`config.mk`:
```
export PLATFORM = sky130hd
export DESIGN_NAME = ao_periph_subsys
export DESIGN_NICKNAME = d
export VERILOG_FILES = /design/src/common/ao_periph_pkg.sv /design/src/hw/periph_bus_ctrl/periph_bus_ctrl.sv /design/src/hw/soc_ctrl/soc_ctrl.sv /design/src/hw/fast_intr_ctrl/fast_intr_ctrl.sv /design/src/hw/gpio/gpio.sv /design/src/hw/timer/timer.sv /design/src/hw/ao_periph_subsys.sv
export SDC_FILE = /design/constraint.sdc
export NUM_CORES = 1
export LEC_CHECK = 0
export ABC_AREA = 0
export BUFFER_PORTS_ARGS = -buffer_cell sky130_fd_sc_hd__buf_2
export CAP_MARGIN = 0
export CORE_MARGIN = 8
export CORE_UTILIZATION = 30
export DETAILED_ROUTE_END_ITERATION = 12
export GPL_TIMING_DRIVEN = 0
export SLEW_MARGIN = 20
export SYNTH_ARGS = -nofsm -noshare
export SYNTH_HDL_FRONTEND = slang
export SYNTH_SLANG_ARGS = --single-unit
```
`constraint.sdc`:
```
create_clock -name clk_i -period 2.46 [get_ports clk_i]
set_input_delay 0.246 -clock clk_i [delete_from_list [all_inputs] [get_ports clk_i]]
set_output_delay 0.246 -clock clk_i [all_outputs]
set_load 0.02 [all_outputs]
```
`src/common/ao_periph_pkg.sv`:
```
// Always-on peripheral subsystem definitions
// Address map, register offsets, widths and the peripheral select code

`default_nettype none

package ao_periph_pkg;

  // Bus and register widths
  localparam int unsigned DATA_W      = 32;
  localparam int unsigned BE_W        = 4;
  localparam int unsigned REG_OFFS_W  = 6;
  localparam int unsigned FAST_INTR_W = 15;
  localparam int unsigned GPIO_W      = 8;

  // Peripheral base addresses, bits 11:8 pick the target
  localparam logic [31:0] SOC_CTRL_BASE  = 32'h0000_0000;
  localparam logic [31:0] FAST_INTR_BASE = 32'h0000_0100;
  localparam logic [31:0] GPIO_BASE      = 32'h0000_0200;
  localparam logic [31:0] TIMER_BASE     = 32'h0000_0300;

  // SoC control word offsets
  localparam logic [REG_OFFS_W-1:0] SOC_EXIT_VALID = 6'd0;
  localparam logic [REG_OFFS_W-1:0] SOC_EXIT_VALUE = 6'd1;
  localparam logic [REG_OFFS_W-1:0] SOC_BOOT_SEL   = 6'd2;

  // Fast interrupt controller word offsets
  localparam logic [REG_OFFS_W-1:0] FI_PENDING = 6'd0;
  localparam logic [REG_OFFS_W-1:0] FI_ENABLE  = 6'd1;

  // GPIO word offsets
  localparam logic [REG_OFFS_W-1:0] GPIO_OUT     = 6'd0;
  localparam logic [REG_OFFS_W-1:0] GPIO_EN      = 6'd1;
  localparam logic [REG_OFFS_W-1:0] GPIO_IN      = 6'd2;
  localparam logic [REG_OFFS_W-1:0] GPIO_INTR_EN = 6'd3;

  // Timer word offsets
  localparam logic [REG_OFFS_W-1:0] TMR_MTIME = 6'd0;
  localparam logic [REG_OFFS_W-1:0] TMR_CMP   = 6'd1;
  localparam logic [REG_OFFS_W-1:0] TMR_CTRL  = 6'd2;

  typedef enum logic [2:0] {
    SEL_SOC_CTRL  = 3'd0,
    SEL_FAST_INTR = 3'd1,
    SEL_GPIO      = 3'd2,
    SEL_TIMER     = 3'd3,
    SEL_NONE      = 3'd4
  } periph_sel_e;

  // Expands byte enables into a bit mask over the data word
  function automatic logic [DATA_W-1:0] be_mask(input logic [BE_W-1:0] be);
    logic [DATA_W-1:0] mask;
    for (int i = 0; i < BE_W; i++) begin
      mask[i*8 +: 8] = {8{be[i]}};
    end
    return mask;
  endfunction

endpackage

`default_nettype wire

```
`src/hw/periph_bus_ctrl/periph_bus_ctrl.sv`:
```
// Peripheral bus controller
// Decodes the address, steers register strobes and returns a one-cycle response

`default_nettype none

module periph_bus_ctrl
  import ao_periph_pkg::*;
(
  input  wire logic              clk_i,
  input  wire logic              arst_n_i,

  input  wire logic              req_i,
  input  wire logic [31:0]       addr_i,
  input  wire logic              we_i,
  input  wire logic [BE_W-1:0]   be_i,
  input  wire logic [DATA_W-1:0] wdata_i,

  input  wire logic [DATA_W-1:0] soc_rdata_i,
  input  wire logic [DATA_W-1:0] fi_rdata_i,
  input  wire logic [DATA_W-1:0] gpio_rdata_i,
  input  wire logic [DATA_W-1:0] tmr_rdata_i,

  output logic                   gnt_o,
  output logic                   rvalid_o,
  output logic [DATA_W-1:0]      rdata_o,
  output logic                   err_o,

  output logic                   soc_we_o,
  output logic                   fi_we_o,
  output logic                   gpio_we_o,
  output logic                   tmr_we_o,
  output logic                   soc_re_o,
  output logic                   fi_re_o,
  output logic                   gpio_re_o,
  output logic                   tmr_re_o,
  output logic [REG_OFFS_W-1:0]  reg_offs_o,
  output logic [DATA_W-1:0]      reg_wdata_o,
  output logic [BE_W-1:0]        reg_be_o
);

  periph_sel_e       sel;
  logic [DATA_W-1:0] rdata_mux;
  logic              wr, rd;
  logic              rvalid_q, err_q;
  logic [DATA_W-1:0] rdata_q;

  // Anything above 4 KiB is unmapped
  always_comb begin
    sel = SEL_NONE;
    if (addr_i[31:12] == '0) begin
      case (addr_i[11:8])
        SOC_CTRL_BASE[11:8]:  sel = SEL_SOC_CTRL;
        FAST_INTR_BASE[11:8]: sel = SEL_FAST_INTR;
        GPIO_BASE[11:8]:      sel = SEL_GPIO;
        TIMER_BASE[11:8]:     sel = SEL_TIMER;
        default:              sel = SEL_NONE;
      endcase
    end
  end

  // No back-pressure
  assign gnt_o = req_i;

  assign wr = req_i & we_i;
  assign rd = req_i & ~we_i;

  assign soc_we_o  = wr & (sel == SEL_SOC_CTRL);
  assign fi_we_o   = wr & (sel == SEL_FAST_INTR);
  assign gpio_we_o = wr & (sel == SEL_GPIO);
  assign tmr_we_o  = wr & (sel == SEL_TIMER);
  assign soc_re_o  = rd & (sel == SEL_SOC_CTRL);
  assign fi_re_o   = rd & (sel == SEL_FAST_INTR);
  assign gpio_re_o = rd & (sel == SEL_GPIO);
  assign tmr_re_o  = rd & (sel == SEL_TIMER);

  assign reg_offs_o  = addr_i[7:2];
  assign reg_wdata_o = wdata_i;
  assign reg_be_o    = be_i;

  // Peripherals drive zero unless read-strobed, so writes return zero data
  always_comb begin
    case (sel)
      SEL_SOC_CTRL:  rdata_mux = soc_rdata_i;
      SEL_FAST_INTR: rdata_mux = fi_rdata_i;
      SEL_GPIO:      rdata_mux = gpio_rdata_i;
      SEL_TIMER:     rdata_mux = tmr_rdata_i;
      default:       rdata_mux = '0;
    endcase
  end

  always_ff @(posedge clk_i or negedge arst_n_i) begin
    if (!arst_n_i) begin
      rvalid_q <= 1'b0;
      err_q    <= 1'b0;
    end else begin
      rvalid_q <= req_i;
      err_q    <= req_i & (sel == SEL_NONE);
    end
  end

  always_ff @(posedge clk_i) begin
    if (req_i) begin
      rdata_q <= rdata_mux;
    end
  end

  assign rvalid_o = rvalid_q;
  assign err_o    = err_q;
  assign rdata_o  = rdata_q;

  a_one_strobe: assert property (@(posedge clk_i) disable iff (!arst_n_i)
    $onehot0({soc_we_o, fi_we_o, gpio_we_o, tmr_we_o,
              soc_re_o, fi_re_o, gpio_re_o, tmr_re_o}));

  // Every granted request gets exactly one response a cycle later
  a_rvalid_follows_req: assert property (@(posedge clk_i) disable iff (!arst_n_i)
    rvalid_o == $past(req_i));

endmodule : periph_bus_ctrl

`default_nettype wire

```
`src/hw/soc_ctrl/soc_ctrl.sv`:
```
// SoC control registers
// Exit value and exit valid for the host, plus boot select status

`default_nettype none

module soc_ctrl
  import ao_periph_pkg::*;
(
  input  wire logic                  clk_i,
  input  wire logic                  arst_n_i,

  input  wire logic                  reg_we_i,
  input  wire logic                  reg_re_i,
  input  wire logic [REG_OFFS_W-1:0] reg_offs_i,
  input  wire logic [DATA_W-1:0]     reg_wdata_i,
  input  wire logic [BE_W-1:0]       reg_be_i,
  output logic [DATA_W-1:0]          reg_rdata_o,

  input  wire logic                  boot_select_i,
  output logic                       exit_valid_o,
  output logic [DATA_W-1:0]          exit_value_o
);

  logic [DATA_W-1:0] wmask;
  logic [DATA_W-1:0] exit_value_q;
  logic              exit_valid_q;

  assign wmask = be_mask(reg_be_i);

  always_ff @(posedge clk_i or negedge arst_n_i) begin
    if (!arst_n_i) begin
      exit_valid_q <= 1'b0;
      exit_value_q <= '0;
    end else if (reg_we_i) begin
      if (reg_offs_i == SOC_EXIT_VALID) begin
        exit_valid_q <= (exit_valid_q & ~wmask[0]) | (reg_wdata_i[0] & wmask[0]);
      end
      if (reg_offs_i == SOC_EXIT_VALUE) begin
        exit_value_q <= (exit_value_q & ~wmask) | (reg_wdata_i & wmask);
      end
    end
  end

  always_comb begin
    reg_rdata_o = '0;
    if (reg_re_i) begin
      case (reg_offs_i)
        SOC_EXIT_VALID: reg_rdata_o = {{(DATA_W-1){1'b0}}, exit_valid_q};
        SOC_EXIT_VALUE: reg_rdata_o = exit_value_q;
        SOC_BOOT_SEL:   reg_rdata_o = {{(DATA_W-1){1'b0}}, boot_select_i};
        default:        reg_rdata_o = '0;
      endcase
    end
  end

  assign exit_valid_o = exit_valid_q;
  assign exit_value_o = exit_value_q;

endmodule : soc_ctrl

`default_nettype wire

```
`src/hw/fast_intr_ctrl/fast_intr_ctrl.sv`:
```
// Fast interrupt controller
// Latches 15 interrupt lines as pending and masks them with an enable

`default_nettype none

module fast_intr_ctrl
  import ao_periph_pkg::*;
(
  input  wire logic                   clk_i,
  input  wire logic                   arst_n_i,

  input  wire logic                   reg_we_i,
  input  wire logic                   reg_re_i,
  input  wire logic [REG_OFFS_W-1:0]  reg_offs_i,
  input  wire logic [DATA_W-1:0]      reg_wdata_i,
  input  wire logic [BE_W-1:0]        reg_be_i,
  output logic [DATA_W-1:0]           reg_rdata_o,

  input  wire logic [FAST_INTR_W-1:0] fast_intr_i,
  output logic [FAST_INTR_W-1:0]      fast_intr_o
);

  logic [DATA_W-1:0]      wmask;
  logic [FAST_INTR_W-1:0] pending_q, enable_q;
  logic [FAST_INTR_W-1:0] clr;

  assign wmask = be_mask(reg_be_i);

  // Write one to clear
  assign clr = (reg_we_i && reg_offs_i == FI_PENDING) ?
               (reg_wdata_i[FAST_INTR_W-1:0] & wmask[FAST_INTR_W-1:0]) : '0;

  always_ff @(posedge clk_i or negedge arst_n_i) begin
    if (!arst_n_i) begin
      pending_q <= '0;
      enable_q  <= '0;
    end else begin
      // Incoming level wins over a clear in the same cycle
      pending_q <= (pending_q & ~clr) | fast_intr_i;
      if (reg_we_i && reg_offs_i == FI_ENABLE) begin
        enable_q <= (enable_q & ~wmask[FAST_INTR_W-1:0]) |
                    (reg_wdata_i[FAST_INTR_W-1:0] & wmask[FAST_INTR_W-1:0]);
      end
    end
  end

  always_comb begin
    reg_rdata_o = '0;
    if (reg_re_i) begin
      case (reg_offs_i)
        FI_PENDING: reg_rdata_o = {{(DATA_W-FAST_INTR_W){1'b0}}, pending_q};
        FI_ENABLE:  reg_rdata_o = {{(DATA_W-FAST_INTR_W){1'b0}}, enable_q};
        default:    reg_rdata_o = '0;
      endcase
    end
  end

  assign fast_intr_o = pending_q & enable_q;

  a_masked_intr: assert property (@(posedge clk_i) disable iff (!arst_n_i)
    (fast_intr_o & ~enable_q) == '0);

endmodule : fast_intr_ctrl

`default_nettype wire

```
`src/hw/gpio/gpio.sv`:
```
// 8-bit GPIO
// Output and output enable registers, synchronised input, level interrupts

`default_nettype none

module gpio
  import ao_periph_pkg::*;
(
  input  wire logic                  clk_i,
  input  wire logic                  arst_n_i,

  input  wire logic                  reg_we_i,
  input  wire logic                  reg_re_i,
  input  wire logic [REG_OFFS_W-1:0] reg_offs_i,
  input  wire logic [DATA_W-1:0]     reg_wdata_i,
  input  wire logic [BE_W-1:0]       reg_be_i,
  output logic [DATA_W-1:0]          reg_rdata_o,

  input  wire logic [GPIO_W-1:0]     cio_gpio_i,
  output logic [GPIO_W-1:0]          cio_gpio_o,
  output logic [GPIO_W-1:0]          cio_gpio_en_o,
  output logic [GPIO_W-1:0]          intr_gpio_o
);

  logic [DATA_W-1:0] wmask;
  logic [GPIO_W-1:0] bmask, bdata;
  logic [GPIO_W-1:0] out_q, en_q, intr_en_q;
  logic [GPIO_W-1:0] in_meta_q, in_sync_q;

  assign wmask = be_mask(reg_be_i);
  assign bmask = wmask[GPIO_W-1:0];
  assign bdata = reg_wdata_i[GPIO_W-1:0] & bmask;

  always_ff @(posedge clk_i or negedge arst_n_i) begin
    if (!arst_n_i) begin
      out_q     <= '0;
      en_q      <= '0;
      intr_en_q <= '0;
    end else if (reg_we_i) begin
      case (reg_offs_i)
        GPIO_OUT:     out_q     <= (out_q & ~bmask) | bdata;
        GPIO_EN:      en_q      <= (en_q & ~bmask) | bdata;
        GPIO_INTR_EN: intr_en_q <= (intr_en_q & ~bmask) | bdata;
        default:      ;
      endcase
    end
  end

  // Two-flop synchroniser on the pads
  always_ff @(posedge clk_i or negedge arst_n_i) begin
    if (!arst_n_i) begin
      in_meta_q <= '0;
      in_sync_q <= '0;
    end else begin
      in_meta_q <= cio_gpio_i;
      in_sync_q <= in_meta_q;
    end
  end

  always_comb begin
    reg_rdata_o = '0;
    if (reg_re_i) begin
      case (reg_offs_i)
        GPIO_OUT:     reg_rdata_o = {{(DATA_W-GPIO_W){1'b0}}, out_q};
        GPIO_EN:      reg_rdata_o = {{(DATA_W-GPIO_W){1'b0}}, en_q};
        GPIO_IN:      reg_rdata_o = {{(DATA_W-GPIO_W){1'b0}}, in_sync_q};
        GPIO_INTR_EN: reg_rdata_o = {{(DATA_W-GPIO_W){1'b0}}, intr_en_q};
        default:      reg_rdata_o = '0;
      endcase
    end
  end

  assign cio_gpio_o    = out_q;
  assign cio_gpio_en_o = en_q;
  assign intr_gpio_o   = in_sync_q & intr_en_q;

endmodule : gpio

`default_nettype wire

```
`src/hw/timer/timer.sv`:
```
// Machine timer
// Free-running 32-bit counter with a level compare interrupt

`default_nettype none

module timer
  import ao_periph_pkg::*;
(
  input  wire logic                  clk_i,
  input  wire logic                  arst_n_i,

  input  wire logic                  reg_we_i,
  input  wire logic                  reg_re_i,
  input  wire logic [REG_OFFS_W-1:0] reg_offs_i,
  input  wire logic [DATA_W-1:0]     reg_wdata_i,
  input  wire logic [BE_W-1:0]       reg_be_i,
  output logic [DATA_W-1:0]          reg_rdata_o,

  output logic                       timer_intr_o
);

  logic [DATA_W-1:0] wmask;
  logic [DATA_W-1:0] mtime_q, cmp_q;
  logic              en_q;

  assign wmask = be_mask(reg_be_i);

  always_ff @(posedge clk_i or negedge arst_n_i) begin
    if (!arst_n_i) begin
      mtime_q <= '0;
      cmp_q   <= '0;
      en_q    <= 1'b0;
    end else begin
      // A write to MTIME loads the count instead of incrementing
      if (reg_we_i && reg_offs_i == TMR_MTIME) begin
        mtime_q <= (mtime_q & ~wmask) | (reg_wdata_i & wmask);
      end else if (en_q) begin
        mtime_q <= mtime_q + 1'b1;
      end
      if (reg_we_i && reg_offs_i == TMR_CMP) begin
        cmp_q <= (cmp_q & ~wmask) | (reg_wdata_i & wmask);
      end
      if (reg_we_i && reg_offs_i == TMR_CTRL) begin
        en_q <= (en_q & ~wmask[0]) | (reg_wdata_i[0] & wmask[0]);
      end
    end
  end

  always_comb begin
    reg_rdata_o = '0;
    if (reg_re_i) begin
      case (reg_offs_i)
        TMR_MTIME: reg_rdata_o = mtime_q;
        TMR_CMP:   reg_rdata_o = cmp_q;
        TMR_CTRL:  reg_rdata_o = {{(DATA_W-1){1'b0}}, en_q};
        default:   reg_rdata_o = '0;
      endcase
    end
  end

  assign timer_intr_o = en_q & (mtime_q >= cmp_q);

  a_intr_needs_en: assert property (@(posedge clk_i) disable iff (!arst_n_i)
    timer_intr_o |-> en_q);

endmodule : timer

`default_nettype wire

```
`src/hw/ao_periph_subsys.sv`:
```
// Always-on peripheral subsystem
// Bus controller in front of SoC control, fast interrupts, GPIO and timer

`default_nettype none

module ao_periph_subsys
  import ao_periph_pkg::*;
(
  input  wire logic                   clk_i,
  input  wire logic                   arst_n_i,

  // Bus slave port
  input  wire logic                   req_i,
  input  wire logic [31:0]            addr_i,
  input  wire logic                   we_i,
  input  wire logic [BE_W-1:0]        be_i,
  input  wire logic [DATA_W-1:0]      wdata_i,
  output logic                        gnt_o,
  output logic                        rvalid_o,
  output logic [DATA_W-1:0]           rdata_o,
  output logic                        err_o,

  // SoC control
  input  wire logic                   boot_select_i,
  output logic                        exit_valid_o,
  output logic [DATA_W-1:0]           exit_value_o,

  // Fast interrupts
  input  wire logic [FAST_INTR_W-1:0] fast_intr_i,
  output logic [FAST_INTR_W-1:0]      fast_intr_o,

  // GPIO
  input  wire logic [GPIO_W-1:0]      cio_gpio_i,
  output logic [GPIO_W-1:0]           cio_gpio_o,
  output logic [GPIO_W-1:0]           cio_gpio_en_o,
  output logic [GPIO_W-1:0]           intr_gpio_o,

  // Timer
  output logic                        timer_intr_o
);

  logic                  soc_we, fi_we, gpio_we, tmr_we;
  logic                  soc_re, fi_re, gpio_re, tmr_re;
  logic [REG_OFFS_W-1:0] reg_offs;
  logic [DATA_W-1:0]     reg_wdata;
  logic [BE_W-1:0]       reg_be;
  logic [DATA_W-1:0]     soc_rdata, fi_rdata, gpio_rdata, tmr_rdata;

  periph_bus_ctrl i_periph_bus_ctrl (
    .clk_i,
    .arst_n_i,
    .req_i,
    .addr_i,
    .we_i,
    .be_i,
    .wdata_i,
    .soc_rdata_i  (soc_rdata),
    .fi_rdata_i   (fi_rdata),
    .gpio_rdata_i (gpio_rdata),
    .tmr_rdata_i  (tmr_rdata),
    .gnt_o,
    .rvalid_o,
    .rdata_o,
    .err_o,
    .soc_we_o     (soc_we),
    .fi_we_o      (fi_we),
    .gpio_we_o    (gpio_we),
    .tmr_we_o     (tmr_we),
    .soc_re_o     (soc_re),
    .fi_re_o      (fi_re),
    .gpio_re_o    (gpio_re),
    .tmr_re_o     (tmr_re),
    .reg_offs_o   (reg_offs),
    .reg_wdata_o  (reg_wdata),
    .reg_be_o     (reg_be)
  );

  soc_ctrl i_soc_ctrl (
    .clk_i,
    .arst_n_i,
    .reg_we_i    (soc_we),
    .reg_re_i    (soc_re),
    .reg_offs_i  (reg_offs),
    .reg_wdata_i (reg_wdata),
    .reg_be_i    (reg_be),
    .reg_rdata_o (soc_rdata),
    .boot_select_i,
    .exit_valid_o,
    .exit_value_o
  );

  fast_intr_ctrl i_fast_intr_ctrl (
    .clk_i,
    .arst_n_i,
    .reg_we_i    (fi_we),
    .reg_re_i    (fi_re),
    .reg_offs_i  (reg_offs),
    .reg_wdata_i (reg_wdata),
    .reg_be_i    (reg_be),
    .reg_rdata_o (fi_rdata),
    .fast_intr_i,
    .fast_intr_o
  );

  gpio i_gpio (
    .clk_i,
    .arst_n_i,
    .reg_we_i    (gpio_we),
    .reg_re_i    (gpio_re),
    .reg_offs_i  (reg_offs),
    .reg_wdata_i (reg_wdata),
    .reg_be_i    (reg_be),
    .reg_rdata_o (gpio_rdata),
    .cio_gpio_i,
    .cio_gpio_o,
    .cio_gpio_en_o,
    .intr_gpio_o
  );

  timer i_timer (
    .clk_i,
    .arst_n_i,
    .reg_we_i    (tmr_we),
    .reg_re_i    (tmr_re),
    .reg_offs_i  (reg_offs),
    .reg_wdata_i (reg_wdata),
    .reg_be_i    (reg_be),
    .reg_rdata_o (tmr_rdata),
    .timer_intr_o
  );

endmodule : ao_periph_subsys

`default_nettype wire

```
### Word level (Yosys, flattened, before mapping)

Cells that the tools add are included.

| word-level totals | value |
|---|---|
| latch bits | 0 |
| bits in writable memories | 0 |
| output and inout port bits | 108 |
| flip-flop bits (word level) | 202 |
| memories | 0 |
| memory bits (read-only) | 0 |
| word-level logic and storage cells | 100 |
| input bits | 96 |

| operators by class | value |
|---|---|
| add/subtract/negate cells | 1 |
| multiply operators | 0 |
| reduce and logical (&&, ||, !) cells | 15 |
| shift-type cells | 0 |
| mux-type cells | 14 |
| $lt $le $gt $ge | 1 |
| bitwise gates (word level) | 44 |
| div/mod/pow operators | 0 |
| equality and inequality tests | 10 |

Operators by type and width:

| operator | number |
|---|---|
| case mux 32 bit (3 select lines) | 2 |
| AND 32 bit | 4 |
| 2-to-1 mux 32 bit | 4 |
| case mux 32 bit (4 select lines) | 1 |
| bitwise OR 32 bit | 3 |
| AND 15 bit | 4 |
| AND 8 bit | 5 |
| adder 32 x 1 -> 32 bit, second input constant | 1 |
| greater-or-equal comparator 32 bit | 1 |
| inverter 32 bit | 1 |
| case mux 8 bit (4 select lines) | 1 |
| 2-to-1 mux 15 bit | 2 |
| inverter 15 bit | 2 |
| bitwise OR 15 bit | 2 |
| case mux 15 bit (2 select lines) | 1 |
| bitwise OR 8 bit | 3 |
| zero test 20 bit | 1 |
| AND 1 bit | 15 |
| equality test 6 x 2 -> 1 bit, second input constant | 2 |
| case mux 3 bit (4 select lines) | 1 |
| AND reduction 2 bit | 5 |
| equality test 4 x 2 -> 1 bit, second input constant | 2 |
| 2-to-1 mux 8 bit | 1 |
| inverter 8 bit | 1 |
| 13 further kinds | 20 |

### Depth between registers and ports, before layout

| depth | value |
|---|---|
| depth after elaboration | 10 |
| mapped depth | 8 |
| depth with buffers taken out | 8 |

### Cells and area by module

Synthesis repeated with hierarchy kept, for this count alone.

| second synthesis, totals | value |
|---|---|
| cell total of the unflattened synthesis | 1137 |
| area, all modules | 12032.8 um^2 |

By module, submodules not included:

| module | cells an instance | area an instance (um^2) | seq. area each (um^2) | times used |
|---|---|---|---|---|
| timer | 496 | 4525.6 | 1626.6 | 1 |
| periph_bus_ctrl | 221 | 2438.6 | 1011.0 | 1 |
| gpio | 134 | 1813.0 | 1001.0 | 1 |
| fast_intr_ctrl | 167 | 1696.6 | 750.7 | 1 |
| soc_ctrl | 119 | 1559.0 | 825.8 | 1 |

### Worst setup path after synthesis

OpenSTA, ideal clock, no wires.

| timing path | value |
|---|---|
| path type | input-to-reg |
| start | in addr_i[5] |
| end | reg with a tool-made name |
| required time | 2.335 ns |
| buffers on the path | 2 |
| cell stages on the path | 7 |
| data arrival time | 1.947 ns |
| library setup time | 0.125 ns |
| slack | 0.388 ns |
| cell sequence | or4_4 nor3b_2 and2_1 buf_2 and3_1 buf_4 mux2_2 |

RTL lines:

| element | line | RTL |
|---|---|---|
| from (decl) | ao_periph_subsys.sv:14 | `input wire logic [31:0] addr_i,` |

==> results.md <==
- Rows: 67
- Root Buffer: clkbuf_16
- H-tree Lvls: 1
- Critical path class: register to output port
- Vias per cell: 5.14
- Crit path DAT: 2.65 ns
- Layout cells sized above 1: 0.370
- EDFF count, synth: 32
- Class of the worst hold path: primary input to register
- Synth area leaders: dfrtp_1, mux2_2, edfxtp_1
- Final wirelength: 33.8 mm
- WL met1: 15.0 mm
- FF/Latch Area: 5220 sq um
- CTS buffer count: 25
- Failing checks: negative setup slack
- Largest family of logic cells by synthesized area: compound AO/OA/AOI/OAI gates
- Max Cap Violations: 0
- Tmin final: 2.89 ns
- Die span in x: 200 microns
- Antenna Violating Nets Remaining: 0
- Number of global-route vias before repair: 8591
- Leakage: 5.86 nW
- Initial antenna violation count: 1
- First drt pass iteration count: 5
- CTS clock-pin slew for the worst setup and hold paths: 0.06 ns
- Flop-to-flop setup slack: 0.18 ns
- Avg Inst Size Synth: 11.6 sq um
- Worst R2R Path Depth: 8
- Grt ovf: 0
- Worst skew pair latency: 0.54 ns
- Yosys Warn Count: 0
- Area leader, netlist: dfrtp_1
- Hpwl dp: 24.9 mm
- Worst Setup End Kind: output port
- Final Power: 7.47 mW
- Max IR drop VDD: 0.585 mV
- Gate Count Post-Synth: 872
- Worst hold path depth: 2
- Post-route clock period utilization: 1.18
- CTS tree: done
- Pins Over Slew Limit: 0
- Achievable frequency: 0.346 GHz
- Fraction of synthesized cell area taken by the top area cell type: 0.420
- Synth Area in Compound Gates: 0.156
- Number of nets in the final layout: 1270
- I/O pins: 204
- WL met2: 15.8 mm
- Post-Route Setup TNS: -0.431 ns
- Layout area overhead: 29.0%
- I/O Buffers: 199
- Core area: 33400 sq um
- Asr flop ratio synth: 0.842
- GP Congestion: 0.871
- Clock sink count: 202
- Fraction of the mapped netlist area in adder cells: 0.0408
- Met3 wire length: 2.25 mm
- Clock skew: 0.0194 ns
- Max Root-Sink Buffers: 3
- Primary FF master, synth: dfrtp_1
- Cell area after synthesis: 10100 sq um
- Post-Synth Simple-Gate Area: 0.114
- Filler cells: 3306
- Starting Density: 0.303
- FF+latch count, synth: 202
- Startpoint types: register
- Worst-path maximum fanout: 6
- Hold Vio Cnt, Final: 0
- RSZ-0062 raised after global routing: yes
- Vias: 8254
- Hold wc startpoint: wdata_i[15]
- Chip height: 200 microns
- Max Used Layer: met5
- Final setup margin: -0.431 ns
- Die area: 39900 sq um
- Slew HR: 0.420
- Multi-input gate area: 4640 sq um
- All-layer global routing usage: 0.167
- DRC Markers: 0
- # setup viols final: 1
- PD cells: 571 nW/um^2
- Worst Tran Pin Value: 0.865 ns
- Post-place setup slack: -0.537 ns
- Status: complete, but fails checks
- Synth cell types: 59
- Ant diodes: 0
- Mux cell area share after synthesis: 0.137
- Post-Synth XOR/XNOR Area: 0
- Required @ worst endpoint: 2.21 ns
- Initial DRC count: 567
- Pin count of the biggest net entering global routing: 88
- Wire length of the first global-routing pass: 51.5 mm
- Register area share after synthesis: 0.515
- Hold Slack: 0.0135 ns
- Syn_nets: 1001
- Routed len/inst: 21.1 microns
final cells by class:
cell class	count	area share
inverters	39	0.0112
well taps	448	0.0429
multi-input cells	587	0.355
clock inverters	12	0.00996
clock buffers	31	0.0527
plain buffers	44	0.0183
flip-flops and latches	202	0.400
repair buffers	242	0.110
cell usage in the layout (no fill, tap or decap), types with 6 or more instances in the layout:
cell type	Yosys	routed
clkbuf_1	16	17
nor2_1	46	46
a22oi_1	39	39
o22ai_1	20	20
buf_2	16	212
clkbuf_16	0	25
edfxtp_1	32	32
a222oi_1	6	6
and3_1	11	11
inv_1	39	38
a21o_1	24	24
nand4_1	15	15
dlygate4sd3_1	0	32
dfrtp_1	170	164
a21oi_1	44	43
ha_1	33	30
dfrtp_2	0	6
nand2b_1	8	7
nor4_1	9	8
mux4_2	8	8
clkinv_2	0	7
o2bb2ai_1	17	17
a22o_1	16	16
nand2_1	54	54
mux2_2	102	102
and2_1	26	26
buf_4	10	20
o21ai_0	20	19
nand3_1	15	15
nor3_1	8	7
synthesized netlist by cell type (20+ instances only):
cell type	instances
mux2_2	102
inv_1	39
a22oi_1	39
a21o_1	24
nand2_1	54
o22ai_1	20
and2_1	26
o21ai_0	20
nor2_1	46
a21oi_1	44
edfxtp_1	32
dfrtp_1	170
ha_1	33
what timing repair did:
item | CTS | global route
resized for setup | 20 | 11
hold buffers | 32 | 0
buffers inserted | 10 | 0
endpoints found under the hold margin | 120 | 0
setup endpoints to repair | 2 | 34
pin swaps | 6 | 1
worst max-delay path, cell delays in order (launching register included):
cell and delay (ns):
dfrtp_1 0.45, ha_1 0.36, and4_2 0.26, a221oi_4 0.35, o211ai_1 0.26, a22o_1 0.30, buf_6 0.14
routing by layer:
layer	vias to the layer above	global-route usage
met5	-	0
met4	2	0.0441
met3	48	0.0423
met2	275	0.274
met1	4110	0.218
li1	3819	-
cells by family (layout without fill, tap and decap cells):
group	count (synthesis)	count (layout)
AOI/OAI and AO/OA	221	221
adders and majority gates	33	33
buffers and inverters	83	368
DFF	202	202
muxes	115	115
and+or+nand+nor	218	218
report_power, final:
part	switching (mW)	internal, mW	leakage [nW]
clock	1.47	2.19	0.405
sequential	0.00983	3.43	2.49
combinational	0.232	0.135	2.96
total	1.71	5.75	5.86
how the worst max path moves through the flow:
stage | from | end | slack, ns
after floorplan | addr_i[5] | register | 0.39
after global placement | arst_n_i | i_periph_bus_ctrl.rvalid_o | -1.79
after detailed placement | req_i | register | -0.54
after CTS | register | timer_intr_o | -0.42
after global routing | register | timer_intr_o | -0.51
final | register | timer_intr_o | -0.43
stage by stage:
step,area [sq um],util,cells
finish,13100,0.392,1605
global route,13100,0.392,1605
CTS,13000,0.390,1605
detailed placement,11700,0.351,1520
global placement,11700,0.350,1519
floorplan,10100,-,872
No activity file was read; power rests on OpenSTA's default activity.
